### src/pipe_defs.svh
`ifndef PIPE_DEFS_SVH
`define PIPE_DEFS_SVH

// architectural data word width
`define DATA_W 32
// register number width, 32 gprs
`define REG_ADDR_W 5

// execute operand select codes
// operand straight from the register file
`define FWD_NONE 2'd0
// operand from the writeback result
`define FWD_WB 2'd1
// operand from the memory stage alu result
`define FWD_MEM 2'd2

`endif

### src/pipeCtrl_pkg.sv
`include "pipe_defs.svh"

package pipeCtrl_pkg;

	// register number
	// gpr 0 reads as zero and is never a forward target
	typedef logic [`REG_ADDR_W-1:0] regAddr;

	// one data value as seen on the operand buses
	typedef logic [`DATA_W-1:0] dataWord;

	// execute stage forward select
	// holds one of the FWD codes
	typedef logic [1:0] fwdSel;

endpackage

### src/forwardMux.sv
`timescale 1ns/10ps
`include "pipe_defs.svh"

module forwardMux (
	// decode compare selects
	input  logic                  forwardAD,
	input  logic                  forwardBD,
	// execute operand selects
	input  pipeCtrl_pkg::fwdSel   forwardAE,
	input  pipeCtrl_pkg::fwdSel   forwardBE,
	// register file reads, decode and execute copies
	input  pipeCtrl_pkg::dataWord rdAD,
	input  pipeCtrl_pkg::dataWord rdBD,
	input  pipeCtrl_pkg::dataWord rdAE,
	input  pipeCtrl_pkg::dataWord rdBE,
	// forwarding sources
	input  pipeCtrl_pkg::dataWord aluOutM,
	input  pipeCtrl_pkg::dataWord resultW,
	// selected operands
	output pipeCtrl_pkg::dataWord cmpAD,
	output pipeCtrl_pkg::dataWord cmpBD,
	output pipeCtrl_pkg::dataWord srcAE,
	output pipeCtrl_pkg::dataWord srcBE
);
	import pipeCtrl_pkg::*;

	// three way pick for one execute operand
	// unused code 3 falls back to the register file
	function automatic dataWord pickExe(
		fwdSel   sel,
		dataWord rd,
		dataWord memVal,
		dataWord wbVal
	);
		case (sel)
			`FWD_MEM: pickExe = memVal;
			`FWD_WB:  pickExe = wbVal;
			default:  pickExe = rd;
		endcase
	endfunction

	// branch compare sees the memory stage result only
	assign cmpAD = forwardAD ? aluOutM : rdAD;
	assign cmpBD = forwardBD ? aluOutM : rdBD;

	// alu source operands
	assign srcAE = pickExe(forwardAE, rdAE, aluOutM, resultW);
	assign srcBE = pickExe(forwardBE, rdBE, aluOutM, resultW);

endmodule

### src/hazard.sv
`timescale 1ns/10ps
`include "pipe_defs.svh"

module hazard (
	// decode stage fields
	input  pipeCtrl_pkg::regAddr rsD,
	input  pipeCtrl_pkg::regAddr rtD,
	input  logic                 branchD,
	input  logic                 jrD,
	// execute stage tags
	input  pipeCtrl_pkg::regAddr rsE,
	input  pipeCtrl_pkg::regAddr rtE,
	input  pipeCtrl_pkg::regAddr writeRegE,
	input  logic                 regWriteE,
	input  logic                 memToRegE,
	// memory stage tags
	input  pipeCtrl_pkg::regAddr writeRegM,
	input  logic                 regWriteM,
	input  logic                 memToRegM,
	// writeback stage tags
	input  pipeCtrl_pkg::regAddr writeRegW,
	input  logic                 regWriteW,
	// forward selects
	output logic                 forwardAD,
	output logic                 forwardBD,
	output pipeCtrl_pkg::fwdSel  forwardAE,
	output pipeCtrl_pkg::fwdSel  forwardBE,
	// stall and flush controls
	output logic                 stallF,
	output logic                 stallD,
	output logic                 flushE,
	output logic                 jrStallRead
);
	import pipeCtrl_pkg::*;

	logic loadStall;
	logic branchStall;
	logic jrStallWrite;

	// a later stage is about to write this source
	// reg 0 never counts
	function automatic logic hits(regAddr src, regAddr dst, logic wr);
		hits = wr && (src != '0) && (src == dst);
	endfunction

	// memory stage wins over writeback
	// it holds the newer value
	function automatic fwdSel exeSel(
		regAddr src,
		regAddr dstM,
		logic   wrM,
		regAddr dstW,
		logic   wrW
	);
		if (hits(src, dstM, wrM))
			exeSel = `FWD_MEM;
		else if (hits(src, dstW, wrW))
			exeSel = `FWD_WB;
		else
			exeSel = `FWD_NONE;
	endfunction

	// execute operand forwarding
	assign forwardAE = exeSel(rsE, writeRegM, regWriteM, writeRegW, regWriteW);
	assign forwardBE = exeSel(rtE, writeRegM, regWriteM, writeRegW, regWriteW);

	// branch compare forwarding
	// only the memory stage alu result is usable
	assign forwardAD = hits(rsD, writeRegM, regWriteM);
	assign forwardBD = hits(rtD, writeRegM, regWriteM);

	// load in execute
	// data not there until writeback
	assign loadStall = memToRegE && (rtE == rsD || rtE == rtD);

	// branch resolves in decode
	// producer still in execute, or a load still in memory
	assign branchStall = branchD &&
		((regWriteE && (writeRegE == rsD || writeRegE == rtD)) ||
		 (memToRegM && (writeRegM == rsD || writeRegM == rtD)));

	// jr target read in decode while a load to rs sits in memory
	assign jrStallRead = jrD && memToRegM && (writeRegM == rsD);

	// jalr behind a producer of rs still in execute
	assign jrStallWrite = jrD && regWriteE && (writeRegE == rsD);

	assign stallD = loadStall || branchStall || jrStallRead || jrStallWrite;
	assign stallF = loadStall || branchStall || jrStallRead || jrStallWrite;
	// write stall holds decode only
	// execute is not bubbled
	assign flushE = loadStall || branchStall || jrStallRead;

endmodule

### src/pipeCtrl.sv
`timescale 1ns/10ps

module pipeCtrl (
	input  logic                  clk,
	input  logic                  rstN,
	// decode fields
	input  pipeCtrl_pkg::regAddr  rsD,
	input  pipeCtrl_pkg::regAddr  rtD,
	input  pipeCtrl_pkg::regAddr  writeRegD,
	input  logic                  regWriteD,
	input  logic                  memToRegD,
	input  logic                  branchD,
	input  logic                  jrD,
	// register file reads
	input  pipeCtrl_pkg::dataWord rdAD,
	input  pipeCtrl_pkg::dataWord rdBD,
	// forwarding sources from the datapath
	input  pipeCtrl_pkg::dataWord aluOutM,
	input  pipeCtrl_pkg::dataWord resultW,
	// pipeline controls
	output logic                  stallF,
	output logic                  stallD,
	output logic                  flushE,
	output logic                  jrStallRead,
	// operands
	output pipeCtrl_pkg::dataWord cmpAD,
	output pipeCtrl_pkg::dataWord cmpBD,
	output pipeCtrl_pkg::dataWord srcAE,
	output pipeCtrl_pkg::dataWord srcBE,
	// register file write port
	output pipeCtrl_pkg::regAddr  writeRegW,
	output logic                  regWriteW
);
	import pipeCtrl_pkg::*;

	// execute tags
	regAddr  rsE;
	regAddr  rtE;
	regAddr  writeRegE;
	logic    regWriteE;
	logic    memToRegE;
	dataWord rdAE;
	dataWord rdBE;
	// memory tags
	regAddr  writeRegM;
	logic    regWriteM;
	logic    memToRegM;
	// forward selects
	logic    forwardAD;
	logic    forwardBD;
	fwdSel   forwardAE;
	fwdSel   forwardBE;

	// stage register banks
	stageTags i_stageTags (
		.clk       (clk),
		.rstN      (rstN),
		.flushE    (flushE),
		.rsD       (rsD),
		.rtD       (rtD),
		.writeRegD (writeRegD),
		.regWriteD (regWriteD),
		.memToRegD (memToRegD),
		.rdAD      (rdAD),
		.rdBD      (rdBD),
		.rsE       (rsE),
		.rtE       (rtE),
		.writeRegE (writeRegE),
		.regWriteE (regWriteE),
		.memToRegE (memToRegE),
		.rdAE      (rdAE),
		.rdBE      (rdBE),
		.writeRegM (writeRegM),
		.regWriteM (regWriteM),
		.memToRegM (memToRegM),
		.writeRegW (writeRegW),
		.regWriteW (regWriteW)
	);

	// stall, flush and forward decisions
	hazard i_hazard (
		.rsD         (rsD),
		.rtD         (rtD),
		.branchD     (branchD),
		.jrD         (jrD),
		.rsE         (rsE),
		.rtE         (rtE),
		.writeRegE   (writeRegE),
		.regWriteE   (regWriteE),
		.memToRegE   (memToRegE),
		.writeRegM   (writeRegM),
		.regWriteM   (regWriteM),
		.memToRegM   (memToRegM),
		.writeRegW   (writeRegW),
		.regWriteW   (regWriteW),
		.forwardAD   (forwardAD),
		.forwardBD   (forwardBD),
		.forwardAE   (forwardAE),
		.forwardBE   (forwardBE),
		.stallF      (stallF),
		.stallD      (stallD),
		.flushE      (flushE),
		.jrStallRead (jrStallRead)
	);

	// operand muxes
	forwardMux i_forwardMux (
		.forwardAD (forwardAD),
		.forwardBD (forwardBD),
		.forwardAE (forwardAE),
		.forwardBE (forwardBE),
		.rdAD      (rdAD),
		.rdBD      (rdBD),
		.rdAE      (rdAE),
		.rdBE      (rdBE),
		.aluOutM   (aluOutM),
		.resultW   (resultW),
		.cmpAD     (cmpAD),
		.cmpBD     (cmpBD),
		.srcAE     (srcAE),
		.srcBE     (srcBE)
	);

endmodule

### src/stageTags.sv
`timescale 1ns/10ps

module stageTags (
	input  logic                  clk,
	input  logic                  rstN,
	// bubble request from hazard
	input  logic                  flushE,
	// decode fields
	input  pipeCtrl_pkg::regAddr  rsD,
	input  pipeCtrl_pkg::regAddr  rtD,
	input  pipeCtrl_pkg::regAddr  writeRegD,
	input  logic                  regWriteD,
	input  logic                  memToRegD,
	input  pipeCtrl_pkg::dataWord rdAD,
	input  pipeCtrl_pkg::dataWord rdBD,
	// execute stage
	output pipeCtrl_pkg::regAddr  rsE,
	output pipeCtrl_pkg::regAddr  rtE,
	output pipeCtrl_pkg::regAddr  writeRegE,
	output logic                  regWriteE,
	output logic                  memToRegE,
	output pipeCtrl_pkg::dataWord rdAE,
	output pipeCtrl_pkg::dataWord rdBE,
	// memory stage
	output pipeCtrl_pkg::regAddr  writeRegM,
	output logic                  regWriteM,
	output logic                  memToRegM,
	// writeback stage
	output pipeCtrl_pkg::regAddr  writeRegW,
	output logic                  regWriteW
);

	// execute bank
	// flush loads an all zero bubble
	// stall alone does not hold here, decode just enters again
	always_ff @(posedge clk or negedge rstN) begin
		if (!rstN) begin
			rsE       <= '0;
			rtE       <= '0;
			writeRegE <= '0;
			regWriteE <= 1'b0;
			memToRegE <= 1'b0;
		end else if (flushE) begin
			rsE       <= '0;
			rtE       <= '0;
			writeRegE <= '0;
			regWriteE <= 1'b0;
			memToRegE <= 1'b0;
		end else begin
			rsE       <= rsD;
			rtE       <= rtD;
			writeRegE <= writeRegD;
			regWriteE <= regWriteD;
			memToRegE <= memToRegD;
		end
	end

	// read data travelling with the execute tags
	always_ff @(posedge clk) begin
		if (flushE) begin
			rdAE <= '0;
			rdBE <= '0;
		end else begin
			rdAE <= rdAD;
			rdBE <= rdBD;
		end
	end

	// memory bank
	always_ff @(posedge clk or negedge rstN) begin
		if (!rstN) begin
			writeRegM <= '0;
			regWriteM <= 1'b0;
			memToRegM <= 1'b0;
		end else begin
			writeRegM <= writeRegE;
			regWriteM <= regWriteE;
			memToRegM <= memToRegE;
		end
	end

	// writeback bank
	// load flag no longer needed past memory
	always_ff @(posedge clk or negedge rstN) begin
		if (!rstN) begin
			writeRegW <= '0;
			regWriteW <= 1'b0;
		end else begin
			writeRegW <= writeRegM;
			regWriteW <= regWriteM;
		end
	end

	// a flushed slot must never write back
	assert property (@(posedge clk) disable iff (!rstN) flushE |=> !regWriteE)
		else $error("bubble in execute carries a register write");

	// a load always targets a register
	assert property (@(posedge clk) disable iff (!rstN) memToRegE |-> regWriteE)
		else $error("load in execute without register write");

endmodule

### config.mk
export PLATFORM = sky130hd
export DESIGN_NAME = pipeCtrl
export DESIGN_NICKNAME = d
export VERILOG_FILES = /design/src/pipeCtrl_pkg.sv /design/src/forwardMux.sv /design/src/hazard.sv /design/src/pipeCtrl.sv /design/src/stageTags.sv
export VERILOG_INCLUDE_DIRS = /design/src
export SDC_FILE = /design/constraint.sdc
export NUM_CORES = 1
export LEC_CHECK = 0
export ABC_AREA = 1
export BUFFER_PORTS_ARGS = -buffer_cell sky130_fd_sc_hd__buf_2
export CAP_MARGIN = 20
export CELL_PAD_IN_SITES_DETAIL_PLACEMENT = 1
export CELL_PAD_IN_SITES_GLOBAL_PLACEMENT = 2
export CORE_ASPECT_RATIO = 1.4
export CORE_MARGIN = 2
export CORE_UTILIZATION = 21
export CTS_CLUSTER_DIAMETER = 60
export DETAILED_ROUTE_END_ITERATION = 7
export GPL_ROUTABILITY_DRIVEN = 0
export PLACE_DENSITY = 0.86
export SYNTH_ARGS = -nofsm -noshare
export SYNTH_HDL_FRONTEND = slang
export SYNTH_SLANG_ARGS = --single-unit
### constraint.sdc
create_clock -name clk -period 1.6 [get_ports clk]
set_clock_uncertainty 0.1 [all_clocks]
set_input_delay 0.08 -clock clk [delete_from_list [all_inputs] [get_ports clk]]
set_output_delay 0.08 -clock clk [all_outputs]
set_load 0.03 [all_outputs]
* Yosys cells after proc, flatten, opt, wreduce, memory -nomap -nowiden
Cells that the tools add are included.
Widths: inputs -> output; s select.
** Storage, ports and cells
- Register bits after elaboration :: 94
- Latch bits :: 0
- Bits in writable memories :: 0
- Bits in read-only memories :: 0
- Input port bits :: 149
- Output and inout port bits :: 138
- Word-level logic and storage cells :: 72
- Memories :: 0
** Operators by class
- $add $sub $neg :: 0
- $mul :: 0
- Div/mod/pow operators :: 0
- Magnitude comparators :: 0
- Equality and inequality tests :: 16
- Shift-type cells :: 0
- Mux-type cells :: 13
- Bitwise logic cells :: 0
- Reduce and logical (&&, ||, !) cells :: 31
** Operator list (count)
- $pmux 32 s2 :: 2
- $mux 32 :: 2
- $eq 5x5->1 :: 12
- $logic_and 1x1->1 :: 20
- $reduce_bool 5->1 :: 4
- $mux 5 :: 3
- $logic_or 1x1->1 :: 7
- $eq 2x1->1 const B :: 2
- $eq 2x2->1 const B :: 2
- $mux 1 :: 4
- $mux 2 :: 2

* Logic depth before layout (Yosys ltp)
Gate-level depths: netlist of run 1.
- Depth after elaboration :: 8
- Gate-level depth with buffers :: 12
- Mapped depth without buffers :: 11

* Modules after synthesis
From an unflattened synthesis of run 1, not the netlist that was laid out.
** Unflattened totals
- Cells, all modules :: 1073
- Area, all modules :: 6243.5 um2
** Modules (own cells, without submodules)
- stageTags :: instances 1, cells an instance 265, area each 2741.4 um2
- forwardMux :: instances 1, cells an instance 626, area each 2621.3 um2
- hazard :: instances 1, cells an instance 182, area each 880.8 um2

* Worst setup path after synthesis of run 1
No wires, ideal clock.
- Path type :: register -> output
- Start point :: register i_stageTags.writeRegM[3]
- End point :: output cmpBD[0]
- Arrival time :: 1824 ps
- Required time :: 1420 ps
- Setup slack :: -404 ps
- Stages on the path, launching flop included :: 9
- Cells stage by stage :: dfrtp_1 > inv_1 > nand2_1 > nand2_1 > nor2_1 > nand3_1 > nand3b_4 > buf_2 > o21ai_0
** On the way
- Longest elaborated chain between the ends :: 3
** Ends and longest elaborated chain
- start: declaration :: RTL line stageTags.sv:25 : output pipeCtrl_pkg::regAddr writeRegM,
- start signal: assignment :: RTL line stageTags.sv:76 : writeRegM <= writeRegE;
- $eq 5x5->1 :: RTL line hazard.sv:43 : hits = wr && (src != '0) && (src == dst);
- $logic_and 1x1->1 :: RTL line hazard.sv:43
- $mux 32 :: RTL line forwardMux.sv:44 : assign cmpBD = forwardBD ? aluOutM : rdBD;
- end: declaration :: RTL line pipeCtrl.sv:27 : output pipeCtrl_pkg::dataWord cmpBD,
Every way passes these cells.

* Final worst setup path of run 1
- Start point :: register i_stageTags.writeRegM[1]
- End point :: output cmpAD[0]
** On the way
- Longest elaborated chain between the ends :: 3
** Ends and longest elaborated chain
- $eq 5x5->1 :: RTL line hazard.sv:43
- $logic_and 1x1->1 :: RTL line hazard.sv:43
- $mux 32 :: RTL line forwardMux.sv:43 : assign cmpAD = forwardAD ? aluOutM : rdAD;
- end: declaration :: RTL line pipeCtrl.sv:26 : output pipeCtrl_pkg::dataWord cmpAD,
Every way passes these cells.

==> summary.md, run 1 <==
| Metric | Value |
|---|---|
| Status | finished, violations left |
| Failing checks | setup timing |
| Worst-margin pin slew | about 740 ps |
| P_int | between 6 and 7 mW |
| Die ar. | between 20000 and 30000 µm² |
| Slew margin rel. | a little over 50% |
| Commonest non-fill, non-tap cell in the layout | buf_2 |
| TritonCTS clock tree | yes |
| Finished layout cell area | between 15000 and 20000 µm² |
| Period utilisation layout | 152% |
| DP Cell Count | approximately 1600 |
| Setup total negative slack | -143640 ps |
| Placed cell area | 9550 µm² |
| Hold crit path type | input pin to register |
| Die Span X | about 140 µm |
| Logic pwr share | 52.6% |
| Clk root buf | clkbuf_16 |
| CP Max Fanout | 7 |
| Worst path slowest cell | dfrtp_1 |
| Compound-Gate Fraction of Synth Area | about an eighth |
| Max Slew Vio Count | 0 |
| Iter 0 DRT Violations | 348 |
| Clk slew on worst S/H paths | about 70 ps |
| Psw | roughly 4.5 mW |
| Final WL | roughly 46000 µm |
| Worst setup margin | -827 ps |
| Syn Std Cell Area | between 5000 and 6000 µm² |
| TritonCTS buffer count | 9 |
| Most Frequent Cell on Critical Path | buf_6 |
| Multiplexer share of the synthesized area | 0% |
| Initial Utilization | between 20% and 30% |
| Antenna Nets Post-Route | 0 |
| DRC | 0 |
| H-tree depth | 3 |
| Clock Power Share | 21.1% |
| Final setup violation count | roughly 210 |
| Tmin final | about 2400 ps |
| Total Nets Final | ~1500 |
| Synth Net Count | 1020 |
| Avg Inst Size Synth | between 6 and 7 µm² |
| XOR/XNOR share of the synthesized area | under 10% |
| Area Growth Syn to Fin | 158% |
| P_leak | 6.96 nW |
| #FFs+latches synth | 94 |
| Clock sink count | 94 |
| Final Hold Violating Endpoints | 0 |
| Row cnt | 72 |
| Critical Path Source Type | register |
| Share of layout cells above drive strength 1 | between 60% and 70% |
| Synth cell types | 32 |
| Fmax | about 0.41 GHz |
| HPWL Detailed | 22000 µm |
| Switching part of the total | 41.0% |
| DRT Pass-1 Iters | 4 |
| Synth warn | 0 |
| Gr usage total | 27.3% |
| Clk_lat worst skew | roughly 360 ps |
| Core ar. | approximately 27000 µm² |
| Average routed wire per standard cell | ~27 µm |
| Post-synthesis sequential area ratio | between 30% and 40% |
| Vias per cell | roughly 5.1 |
| Cells after Synth | roughly 870 |
| CP peak stage delay | roughly 400 ps |
| Via count | 8841 |
| RSZ-0062 raised after global routing | yes |
| Cells along the critical path | inv_2, buf_6, nand2_2, o21ai_1, nor2_1, nand3_2, nand3b_4, clkbuf_16, buf_16, o21ai_4, buf_6 |
| Simple-Gate Fraction of Synth Area | approximately 35% |
| Die Ht | about 200 µm |
| Post-route insts no fill | around 1700 |
| Initial antenna violation count | 7 |
| I/O Buffers | 286 |
| First-pass GRT wire length | 60100 µm |
| MaxCap Viol Count | 0 |
| Deepest clock path buffer count | 2 |
| Largest net degree at the start of global routing | 31 |
| Largest family of logic cells by synthesized area | simple AND/OR/NAND/NOR gates |
| Vias in the first global route | around 9500 |
| Adder-cell share of the synthesized area | 0% |
| Congestion Overflow GR | 0 |
| # IOs | between 200 and 300 |
| CP required | between 1000 and 1500 ps |
| Dpl ws | -478 ps |
| Seq pwr share | 26.4% |
| PwrDens | slightly above 700 nW/µm² |
| Most frequent cells in the layout | 154 x buf_2, 135 x buf_6, 121 x inv_1 |
| Critical Path End Type | output port |
| Crit Path Category | register to output port |
| Max IR drop VDD | about 540 µV |
| Arrival time worst endpoint | 2250 ps |
logic make-up (layout without fill, tap and decap cells):
family          after synthesis  in the layout
flops                        94             94
simple gates                457            457
buf+inv                     191            683
compound gates              108            108
other cells                   0              7
xor+xnor                     21             21
metrics by stage:
step | hold WS (ps) | util (%) | total power [mW]
after floorplan | -316 | - | 5.16
after CTS | 26.5 | 49.4 | 10.0
after global placement | 66.2 | 34.8 | 6.34
after global routing | 51.9 | 54.8 | 11.2
final | 51.1 | 54.8 | 10.9
after detailed placement | 75.7 | 34.8 | 6.39
power groups by stage:
| stage | Combinational [mW] | Sequential [mW] | Clock (mW) |
|---|---|---|---|
| final | 5.71 | 2.87 | 2.29 |
| after CTS | 4.88 | 2.83 | 2.32 |
| after global placement | 3.52 | 2.81 | 0 |
| after floorplan | 2.35 | 2.81 | 0 |
| after global routing | 5.92 | 2.89 | 2.42 |
| after detailed placement | 3.56 | 2.82 | 0 |
cell usage after synthesis:
| cell | number | share of area [%] |
|---|---|---|
| nand2_8 | 1 | 0.34 |
| nor3_2 | 1 | 0.17 |
| inv_1 | 129 | 8.3 |
| clkbuf_2 | 3 | 0.26 |
| nand3b_4 | 2 | 0.69 |
| o211a_1 | 1 | 0.17 |
| o21ai_0 | 32 | 2.7 |
| buf_4 | 8 | 1.0 |
| buf_12 | 2 | 0.69 |
| xor2_1 | 14 | 2.1 |
| inv_2 | 6 | 0.39 |
| nor2_1 | 84 | 5.4 |
| xnor2_1 | 7 | 1.0 |
| nand2_1 | 166 | 11 |
| nand3_1 | 169 | 14 |
| nor3_1 | 4 | 0.34 |
| buf_6 | 6 | 1.2 |
| o22ai_1 | 2 | 0.21 |
| o211ai_2 | 10 | 2.1 |
| clkbuf_1 | 5 | 0.32 |
| nand2_2 | 2 | 0.21 |
| a21oi_4 | 1 | 0.28 |
| a21oi_1 | 2 | 0.17 |
| buf_2 | 32 | 2.7 |
| o211ai_1 | 22 | 2.8 |
| nor2_2 | 23 | 2.5 |
| nand3_2 | 1 | 0.17 |
| nand4_1 | 3 | 0.32 |
| o21ai_1 | 38 | 3.3 |
| dfrtp_1 | 30 | 13 |
| dfxtp_1 | 64 | 22 |
| nand3b_1 | 1 | 0.13 |
routing by layer:
metal | wire length [µm] | GRT usage [%] | part of all wire, %
met1 | 15900 | 28.8 | 34
met2 | 24500 | 50.4 | 53
met3 | 2200 | 4.24 | 4.7
met4 | 3770 | 16.9 | 8.1
met5 | 0 | 0 | 0
critical path: cells and delay by family (launching register included):
kind	cells	cell delay, ps
buffers and inverters	5	710
AO/OA/AOI/OAI	2	250
flip-flops	1	410
AND/OR/NAND/NOR	4	490
sequential cells by signal, summed over array words and instances (netlist names):
register,count
i_stageTags.regWriteW,1
i_stageTags.rtE,5
i_stageTags.regWriteM,1
i_stageTags.rdAE,32
i_stageTags.rdBE,32
i_stageTags.memToRegE,1
i_stageTags.memToRegM,1
i_stageTags.rsE,5
i_stageTags.writeRegW,5
i_stageTags.writeRegM,5
i_stageTags.writeRegE,5
i_stageTags.regWriteE,1
area by class of cell:
| cell class | count | area [µm²] |
|---|---|---|
| Multi-Input combinational cell | 586 | 5960 |
| Tap cell | 370 | 463 |
| Fill cell | 2946 | 12400 |
| Clock buffer | 11 | 233 |
| Antenna cell | 7 | 17.5 |
| Inverter | 135 | 539 |
| Clock inverter | 5 | 58.8 |
| Timing Repair Buffer | 532 | 5740 |
| Sequential cell | 94 | 2050 |
worst paths after layout:
check	from	to	slack [ps]	depth (start not counted)
setup / recovery	i_stageTags.writeRegM[1]	cmpAD[0]	-830	11
hold / removal	rsD[4]	i_stageTags.rsE[4]	50	4
setup reg to reg	i_stageTags.writeRegM[1]	i_stageTags.rdBE[1]	-670	16
hold reg to reg	i_stageTags.regWriteE	i_stageTags.regWriteM	320	0
max in group asynchronous	rstN	i_stageTags.rsE[3]	670	2
min in group asynchronous	rstN	i_stageTags.regWriteE	210	2
repair_timing:
action | 4_1_cts | 5_1_grt
gates resized for setup | 473 | 287
setup endpoints to repair | 213 | 213
cloned | 31 | 17
buffers inserted | 30 | 19
pin swaps | 48 | 81
hold endpoints to repair | 106 | 0
hold buffers | 77 | 0
(Power assumes the default switching activity.)
==> inputs of run 2 (changes only) <==
CORE_UTILIZATION = 20   (was 21)
PLACE_DENSITY = 0.85   (was 0.86)
SYNTH_HIERARCHICAL = 1   (was default)
==> summary.md, run 2 <==
| Metric | Value |
|---|---|
| Period utilisation layout | 175% (+23 points) |
| Post-synth top flop | dfxtp_1 |
| Synth cell count leaders | 524 x nand2_1, 173 x inv_1, 99 x nor2_1, 64 x dfxtp_1, 64 x o21ai_1 |
| Final setup violation count | 213 (unchanged) |
| Placed cell area | 10700 µm² (+12%) |
| Worst-margin pin slew | 457 ps (-279 ps) |
| Top Registers | i_stageTags/rdAE x32, i_stageTags/rdBE x32 |
| CP required | 1420 ps (about the same) |
| H-tree depth | 3 (unchanged) |
| Deepest clock path buffer count | 2 (unchanged) |
| MaxCap Viol Count | 0 (unchanged) |
| Synth warn | 6 (+6) |
| Fmax | 0.358 GHz (-13%) |
| # IOs | 287 (unchanged) |
| Die Ht | 213 µm (+5.8%) |
| GR Layer Usage met1 | 23.8% (-4.9 points) |
| Area Growth Syn to Fin | 145% |
| Largest net degree at the start of global routing | 31 (unchanged) |
| Worst Setup SP | i_stageTags/writeRegW[2] |
| DRT Pass-1 Iters | 4 (unchanged) |
| Die ar. | 32700 µm² (+12%) |
| Avg Inst Size Synth | 5.82 µm² (-13%) |
| Finished layout cell area | 15300 µm² (+1.5%) |
| First-pass GRT wire length | 56600 µm (-5.7%) |
| Post-route insts no fill | 1976 (+14%) |
| Clk_lat worst skew | 360 ps (about the same) |
| Max Slew Vio Count | 0 (unchanged) |
| Die Span X | 153 µm (+5.8%) |
| Top post-synthesis cells by area | nand2_1 32%, dfxtp_1 21%, dfrtp_1 12%, inv_1 10%, nor2_1 6.0% |
| Crit Path Category | register to output port |
| Failing checks | setup timing |
| Row cnt | 76 (+5.6%) |
| TritonCTS buffer count | 9 (unchanged) |
| Syn Std Cell Area | 6240 µm² (+6.9%) |
| Post-synth EDFFs | 0 (unchanged) |
| Clock sink count | 94 (unchanged) |
| Commonest non-fill, non-tap cell in the layout | nand2_1 |
| DRC | 0 (unchanged) |
| Layout filler cell count | 3467 (+18%) |
| Critical Path Source Type | register |
| DP Cell Count | 1801 (+16%) |
| Worst R2R Start | i_stageTags/writeRegM[1] |
| Hold crit path type | input pin to register |
| Status | finished, violations left |
| Average routed wire per standard cell | 21.8 µm (-18%) |
| Slew margin rel. | 69.5% (+19 points) |
| Congestion Overflow GR | 0 (unchanged) |
| RSZ-0062 raised after global routing | yes |
| Synth Net Count | 1226 (+20%) |
| Cells after Synth | 1073 (+23%) |
| #FFs+latches synth | 94 (unchanged) |
| Arrival time worst endpoint | 2610 ps (+360 ps) |
| Max IR drop VDD | 516 µV (-4.1%) |
| Total Nets Final | 1724 (+14%) |
| Hold wc startpoint | rsD[4] |
| Gr usage total | 22.8% (-4.4 points) |
| HPWL Detailed | 24200 µm (+9.8%) |
| M3 GR Usage | 3.65% (-0.59 points) |
| Via count | 9145 (+3.4%) |
| Met2 global-route usage | 43.6% (-6.8 points) |
| Antenna Nets Post-Route | 0 (unchanged) |
| Core ar. | 30700 µm² (+12%) |
| CP Max Fanout | 7 (unchanged) |
| I/O Buffers | 286 (unchanged) |
| Synth cell types | 29 (-9.4%) |
| Post-synthesis sequential area ratio | 32.5% (-2.2 points) |
| Dpl ws | -897 ps (-419 ps) |
| Final Hold Violating Endpoints | 0 (unchanged) |
| Share of layout cells above drive strength 1 | 57.9% (-8.1 points) |
| Most frequent cells in the layout | 251 x nand2_1, 206 x nand2_4, 168 x inv_1 |
| Clk slew on worst S/H paths | 70 ps (about the same) |
| Initial Utilization | 20.3% (-0.93 points) |
| Final WL | 43000 µm (-7.4%) |
| Iter 0 DRT Violations | 335 (-3.7%) |
| Asr flop ratio synth | 31.9% (unchanged) |
| GRT busiest layer | met2 |
| Cell taking the most area after synthesis | nand2_1 |
| Most frequent cell after synthesis | nand2_1 |
| Clk root buf | clkbuf_16 |
| Synth top area share | 31.5% (+9.6 points) |
| Initial antenna violation count | 10 (+3) |
| Tmin final | 2790 ps (+366 ps) |
| TritonCTS clock tree | yes |
| Critical Path End Type | output port |
| Vias per cell | 4.63 (-8.9%) |
| P_leak | 8.51 nW (+22%) |
| Worst setup margin | -1190 ps (-366 ps) |
| Vias in the first global route | 9833 (+3.1%) |
| PwrDens | 705 nW/µm² (-2.3%) |
-- run 2: changes by cell type after synthesis, moves of 13 or more --
cell,change
nand2_1,+358
nand3_1,-161
inv_1,+44
o21ai_0,-28
o21ai_1,+26
o211ai_1,-22
nor2_2,-20
buf_6,+16
nor2_1,+15
buf_2,-13
-- run 2: area by class of cell --
type	instances	area (µm²)	share of cell area [%]
repair buffers	538	5550	36.3
multi-input cells	747	6130	40.1
clock inverters	6	110	0.720
well taps	390	488	3.19
clock buffers	10	229	1.50
diodes	10	25.0	0.164
flip-flops and latches	94	2050	13.4
inverters	181	709	4.64
-- run 2: cells by family (layout without fill, tap and decap cells) --
logic type,Yosys count,in the layout,share of synthesized area (%)
buf+inv,232,735,17.6
xor+xnor,20,20,2.81
compound gates,76,76,6.37
fa+ha+maj,4,4,0.802
other cells,0,10,0
flops,94,94,32.5
simple gates,647,647,39.9
-- run 2: stage by stage --
stage	total power, mW	setup TNS, ps	utilization [%]	hold slack, ps
floorplan	5.05	-52070	-	-316
global route	11.2	-233140	49.8	58.3
finish	10.8	-213990	49.8	48.4
global placement	6.29	-128960	34.8	-48.9
detailed placement	6.36	-137280	34.8	-42.9
CTS	10.0	-206600	45.0	10.6
-- run 2: metal layers --
layer | up-vias | routed length (µm)
li1 | 4140 | -
met3 | 159 | 1700
met5 | - | 11
met2 | 364 | 23200
met1 | 4480 | 15300
met4 | 2 | 2830
-- run 2: power breakdown --
part           total, mW  leakage (nW)  internal [mW]  switching, mW
sequential          2.81         0.884           2.61          0.192
clock               2.59         0.160           1.53           1.06
combinational       5.39          7.46           2.40           2.99
total               10.8          8.51           6.54           4.24
-- run 2: worst paths after layout --
path / to / slack, ps / depth (start not counted)
min in group asynchronous: i_stageTags/writeRegE[3] / 90 / 2
setup / recovery: srcBE[11] / -1190 / 13
max in group asynchronous: i_stageTags/writeRegW[4] / 820 / 3
hold reg to reg: i_stageTags/memToRegM / 300 / 0
hold / removal: i_stageTags/rsE[4] / 50 / 4
setup reg to reg: i_stageTags/rdAE[26] / -1010 / 20
-- run 2: timing repair --
action / 4_1_cts / 5_1_grt
endpoints found under the setup margin: 213 / 213
setup buffers: 22 / 32
cloned: 18 / 17
endpoints found under the hold margin: 107 / 0
resized for setup: 414 / 281
pin swaps: 71 / 98
hold buffers: 78 / 0
-- run 2: critical path: stages, from the launching register on --
cell       delay (ps)
dfrtp_2           400
inv_1              70
nand2_1            50
nand4_1           120
nor3_2            200
o2111ai_1         140
nor2_1            190
inv_1             110
ha_4              390
clkinv_8          130
buf_12            180
nand2_4            80
nand2_4            50
buf_6             140
==> inputs of run 3 (changes only) <==
ABC_AREA = default   (was 1)
CORE_ASPECT_RATIO = 0.5   (was 1.4)
CORE_UTILIZATION = 24   (was 20)
PLACE_DENSITY = 0.87   (was 0.85)
==> summary.md, run 3 <==
| Metric | Value |
|---|---|
| Status | finished, violations left |
| Failing checks | setup timing |
| Clock sink count | 94 (unchanged) |
| Max IR drop VDD | 621 µV (+20%) |
| PwrDens | 772 nW/µm² (+9.5%) |
| Worst-margin pin slew | 692 ps (+235 ps) |
| Top Registers | i_stageTags/rdAE x32, i_stageTags/rdBE x32 |
| Avg Inst Size Synth | 9.82 µm² (+69%) |
| Critical Path Source Type | register |
| Row cnt | 39 (-49%) |
| Synth cell count leaders | 81 x nor2b_1, 73 x nand2_1, 64 x a22oi_1, 64 x dfxtp_1, 60 x mux2_4 |
| Synth warn | 6 (unchanged) |
| Gr usage total | 27.3% (+4.4 points) |
| Final Hold Violating Endpoints | 0 (unchanged) |
| RSZ-0062 raised after global routing | yes |
| HPWL Detailed | 18900 µm (-22%) |
| TritonCTS buffer count | 9 (unchanged) |
| P_leak | 5.64 nW (-34%) |
| Seq pwr share | 27.9% (+1.9 points) |
| Multiplexer share of the synthesized area | 16.5% (+17 points) |
| DRC | 0 (unchanged) |
| Cells after Synth | 582 (-46%) |
| Final WL | 40800 µm (-5.2%) |
| Vias in the first global route | 7813 (-21%) |
| Arrival time worst endpoint | 3130 ps (+520 ps) |
| Largest family of logic cells by synthesized area | simple AND/OR/NAND/NOR gates |
| DRT Pass-1 Iters | 5 (+1) |
| Worst path slowest cell | nor4_2 |
| Core ar. | 23100 µm² (-25%) |
| Period utilisation layout | 207% (+32 points) |
| Deepest clock path buffer count | 2 (unchanged) |
| Synth cell types | 32 (+10%) |
| I/O Buffers | 286 (unchanged) |
| CP required | 1420 ps (about the same) |
| Die Ht | 113 µm (-47%) |
| Adder-cell share of the synthesized area | 0.875% (+0.074 points) |
| P_int | 6.17 mW (-5.6%) |
| Syn Std Cell Area | 5720 µm² (-8.4%) |
| Clk root buf | clkbuf_16 |
| Top post-synthesis cells by area | dfxtp_1 22%, mux2_4 16%, dfrtp_1 13%, nor2b_1 8.9%, a22oi_1 8.4% |
| Commonest non-fill, non-tap cell in the layout | buf_6 |
| Synth Net Count | 735 (-40%) |
| Fmax | 0.302 GHz (-16%) |
| Hold crit path type | input pin to register |
| MaxCap Viol Count | 0 (unchanged) |
| Post-synth EDFFs | 0 (unchanged) |
| TritonCTS clock tree | yes |
| Most frequent cells in the layout | 162 x buf_6, 154 x buf_2, 77 x dlygate4sd3_1 |
| Logic pwr share | 48.5% (-1.5 points) |
| Simple-Gate Fraction of Synth Area | 17.0% (-23 points) |
| Asr flop ratio synth | 31.9% (unchanged) |
| Switching part of the total | 38.8% (-0.51 points) |
| H-tree depth | 3 (unchanged) |
| XOR/XNOR share of the synthesized area | 7.66% (+4.9 points) |
| Post-synthesis sequential area ratio | 35.5% (+3.0 points) |
| Max Slew Vio Count | 0 (unchanged) |
| Tmin final | 3310 ps (+514 ps) |
| Initial Utilization | 24.8% (+4.4 points) |
| Clock Power Share | 23.7% (-0.3 points) |
| CP peak stage delay | 450 ps (+50 ps) |
| Largest delay share family, worst path | buffers and inverters |
| Most frequent cell after synthesis | nor2b_1 |
| Post-synth top flop | dfxtp_1 |
| Clk slew on worst S/H paths | 70 ps (about the same) |
| Die Span X | 222 µm (+45%) |
| Total Nets Final | 1222 (-29%) |
| First-pass GRT wire length | 50300 µm (-11%) |
| Share of layout cells above drive strength 1 | 71.8% (+14 points) |
| Cell taking the most area after synthesis | dfxtp_1 |
| Slew margin rel. | 53.9% (-16 points) |
| Cells along the critical path | buf_4, buf_4, xnor2_2, nand4_1, nor4_2, nor4_1, buf_4, ha_2, buf_12, a22oi_1, o21ai_2, buf_6 |
| Synth top area share | 22.4% (-9.1 points) |
| Most Frequent Cell on Critical Path | buf_4 |
| Via count | 7319 (-20%) |
| # IOs | 287 (unchanged) |
| Worst setup margin | -1710 ps (-514 ps) |
| Congestion Overflow GR | 0 (unchanged) |
| Antenna Nets Post-Route | 0 (unchanged) |
| CP Max Fanout | 20 (+13) |
| Iter 0 DRT Violations | 377 (+13%) |
| Crit Path Category | register to output port |
| Power Total | 10.1 mW (-6.4%) |
| Final setup violation count | 213 (unchanged) |
| Compound-Gate Fraction of Synth Area | 14.6% (+8.2 points) |
| Dpl ws | -1130 ps (-236 ps) |
| Clk_lat worst skew | 370 ps (about the same) |
| Die ar. | 25200 µm² (-23%) |
| Buffers & Inverters on Critical Path | 5 (unchanged) |
| Average routed wire per standard cell | 29.4 µm (+35%) |
| Area Growth Syn to Fin | 128% |
| Psw | 3.92 mW (-7.6%) |
| Vias per cell | 5.28 (+14%) |
| #FFs+latches synth | 94 (unchanged) |
| Largest net degree at the start of global routing | 31 (unchanged) |
| Initial antenna violation count | 4 (-6) |
| Critical Path End Type | output port |
run 3: what timing repair did:
| item | 4_1_cts | 5_1_grt |
|---|---|---|
| cloned | 23 | 8 |
| setup endpoints to repair | 213 | 213 |
| pin swaps | 11 | 17 |
| endpoints found under the hold margin | 106 | 0 |
| setup buffers | 37 | 31 |
| hold buffers | 77 | 0 |
| gates resized for setup | 334 | 278 |
run 3: final cells by class:
type                       count  area (µm²)
inverter                       4        17.5
multi-input combinational    435        4980
sequential                    94        2040
clock buffer                   9         225
timing repair buffer         525        5330
tap                          307         384
antenna                        6        15.0
clock inverter                 7        80.1
fill                        2360       10000
run 3: worst reg2reg max path: stages, from the launching register on:
cell      delay (ps)
dfrtp_2          450
buf_6            130
buf_6            100
buf_6            100
buf_6            110
buf_6            110
xor2_2           150
nor2_2            70
buf_4            130
and3_4           170
o221ai_4         190
nand2_2          120
buf_12           160
buf_12           140
buf_12           140
buf_16           130
nor2b_1          160
run 3: power by group through the flow:
| stage | logic [mW] | clock network [mW] | registers (mW) |
|---|---|---|---|
| detailed placement | 3.02 | 0 | 2.78 |
| floorplan | 1.99 | 0 | 2.77 |
| global placement | 2.95 | 0 | 2.76 |
| finish | 4.89 | 2.39 | 2.81 |
| CTS | 4.14 | 2.40 | 2.74 |
| global route | 5.03 | 2.52 | 2.82 |
run 3: metal layers:
layer	track usage, %	vias up	part of all wire [%]
li1	-	3022	-
met2	48.9	406	49
met1	30.9	3694	39
met5	0	-	0
met4	14.5	0	6.8
met3	5.53	197	5.7
run 3: path summary, 6_finish.rpt:
| kind | depth (start not counted) | endpoint | from | slack, ps |
|---|---|---|---|---|
| setup / recovery | 12 | srcAE[31] | i_stageTags/rsE[4] | -1710 |
| hold / removal | 3 | i_stageTags/rtE[0] | rtD[0] | 40 |
| setup reg to reg | 16 | i_stageTags/rdBE[12] | i_stageTags/writeRegM[3] | -1130 |
| hold reg to reg | 0 | i_stageTags/regWriteM | i_stageTags/regWriteE | 330 |
| max in group asynchronous | 2 | i_stageTags/writeRegM[4] | rstN | 720 |
| min in group asynchronous | 2 | i_stageTags/writeRegW[3] | rstN | 190 |
run 3: through the flow:
step	setup TNS, ps	cells	util, %	instance area, µm²	hold WS [ps]
floorplan	-86520	582	-	6560	-316
global placement	-133580	1210	37.5	8650	40.2
detailed placement	-139300	1210	37.5	8650	59.9
CTS	-222160	1359	51.3	11800	4.37
global route	-287700	1385	56.6	13100	28.5
finish	-263560	1387	56.6	13100	35.9
run 3: logic make-up after synthesis:
logic type / count (synthesis)
xor gates and xnor gates: 50
and+or+nand+nor: 184
muxes: 64
buffers and inverters: 53
adders and majority gates: 4
DFF: 94
AOI/OAI and AO/OA: 133
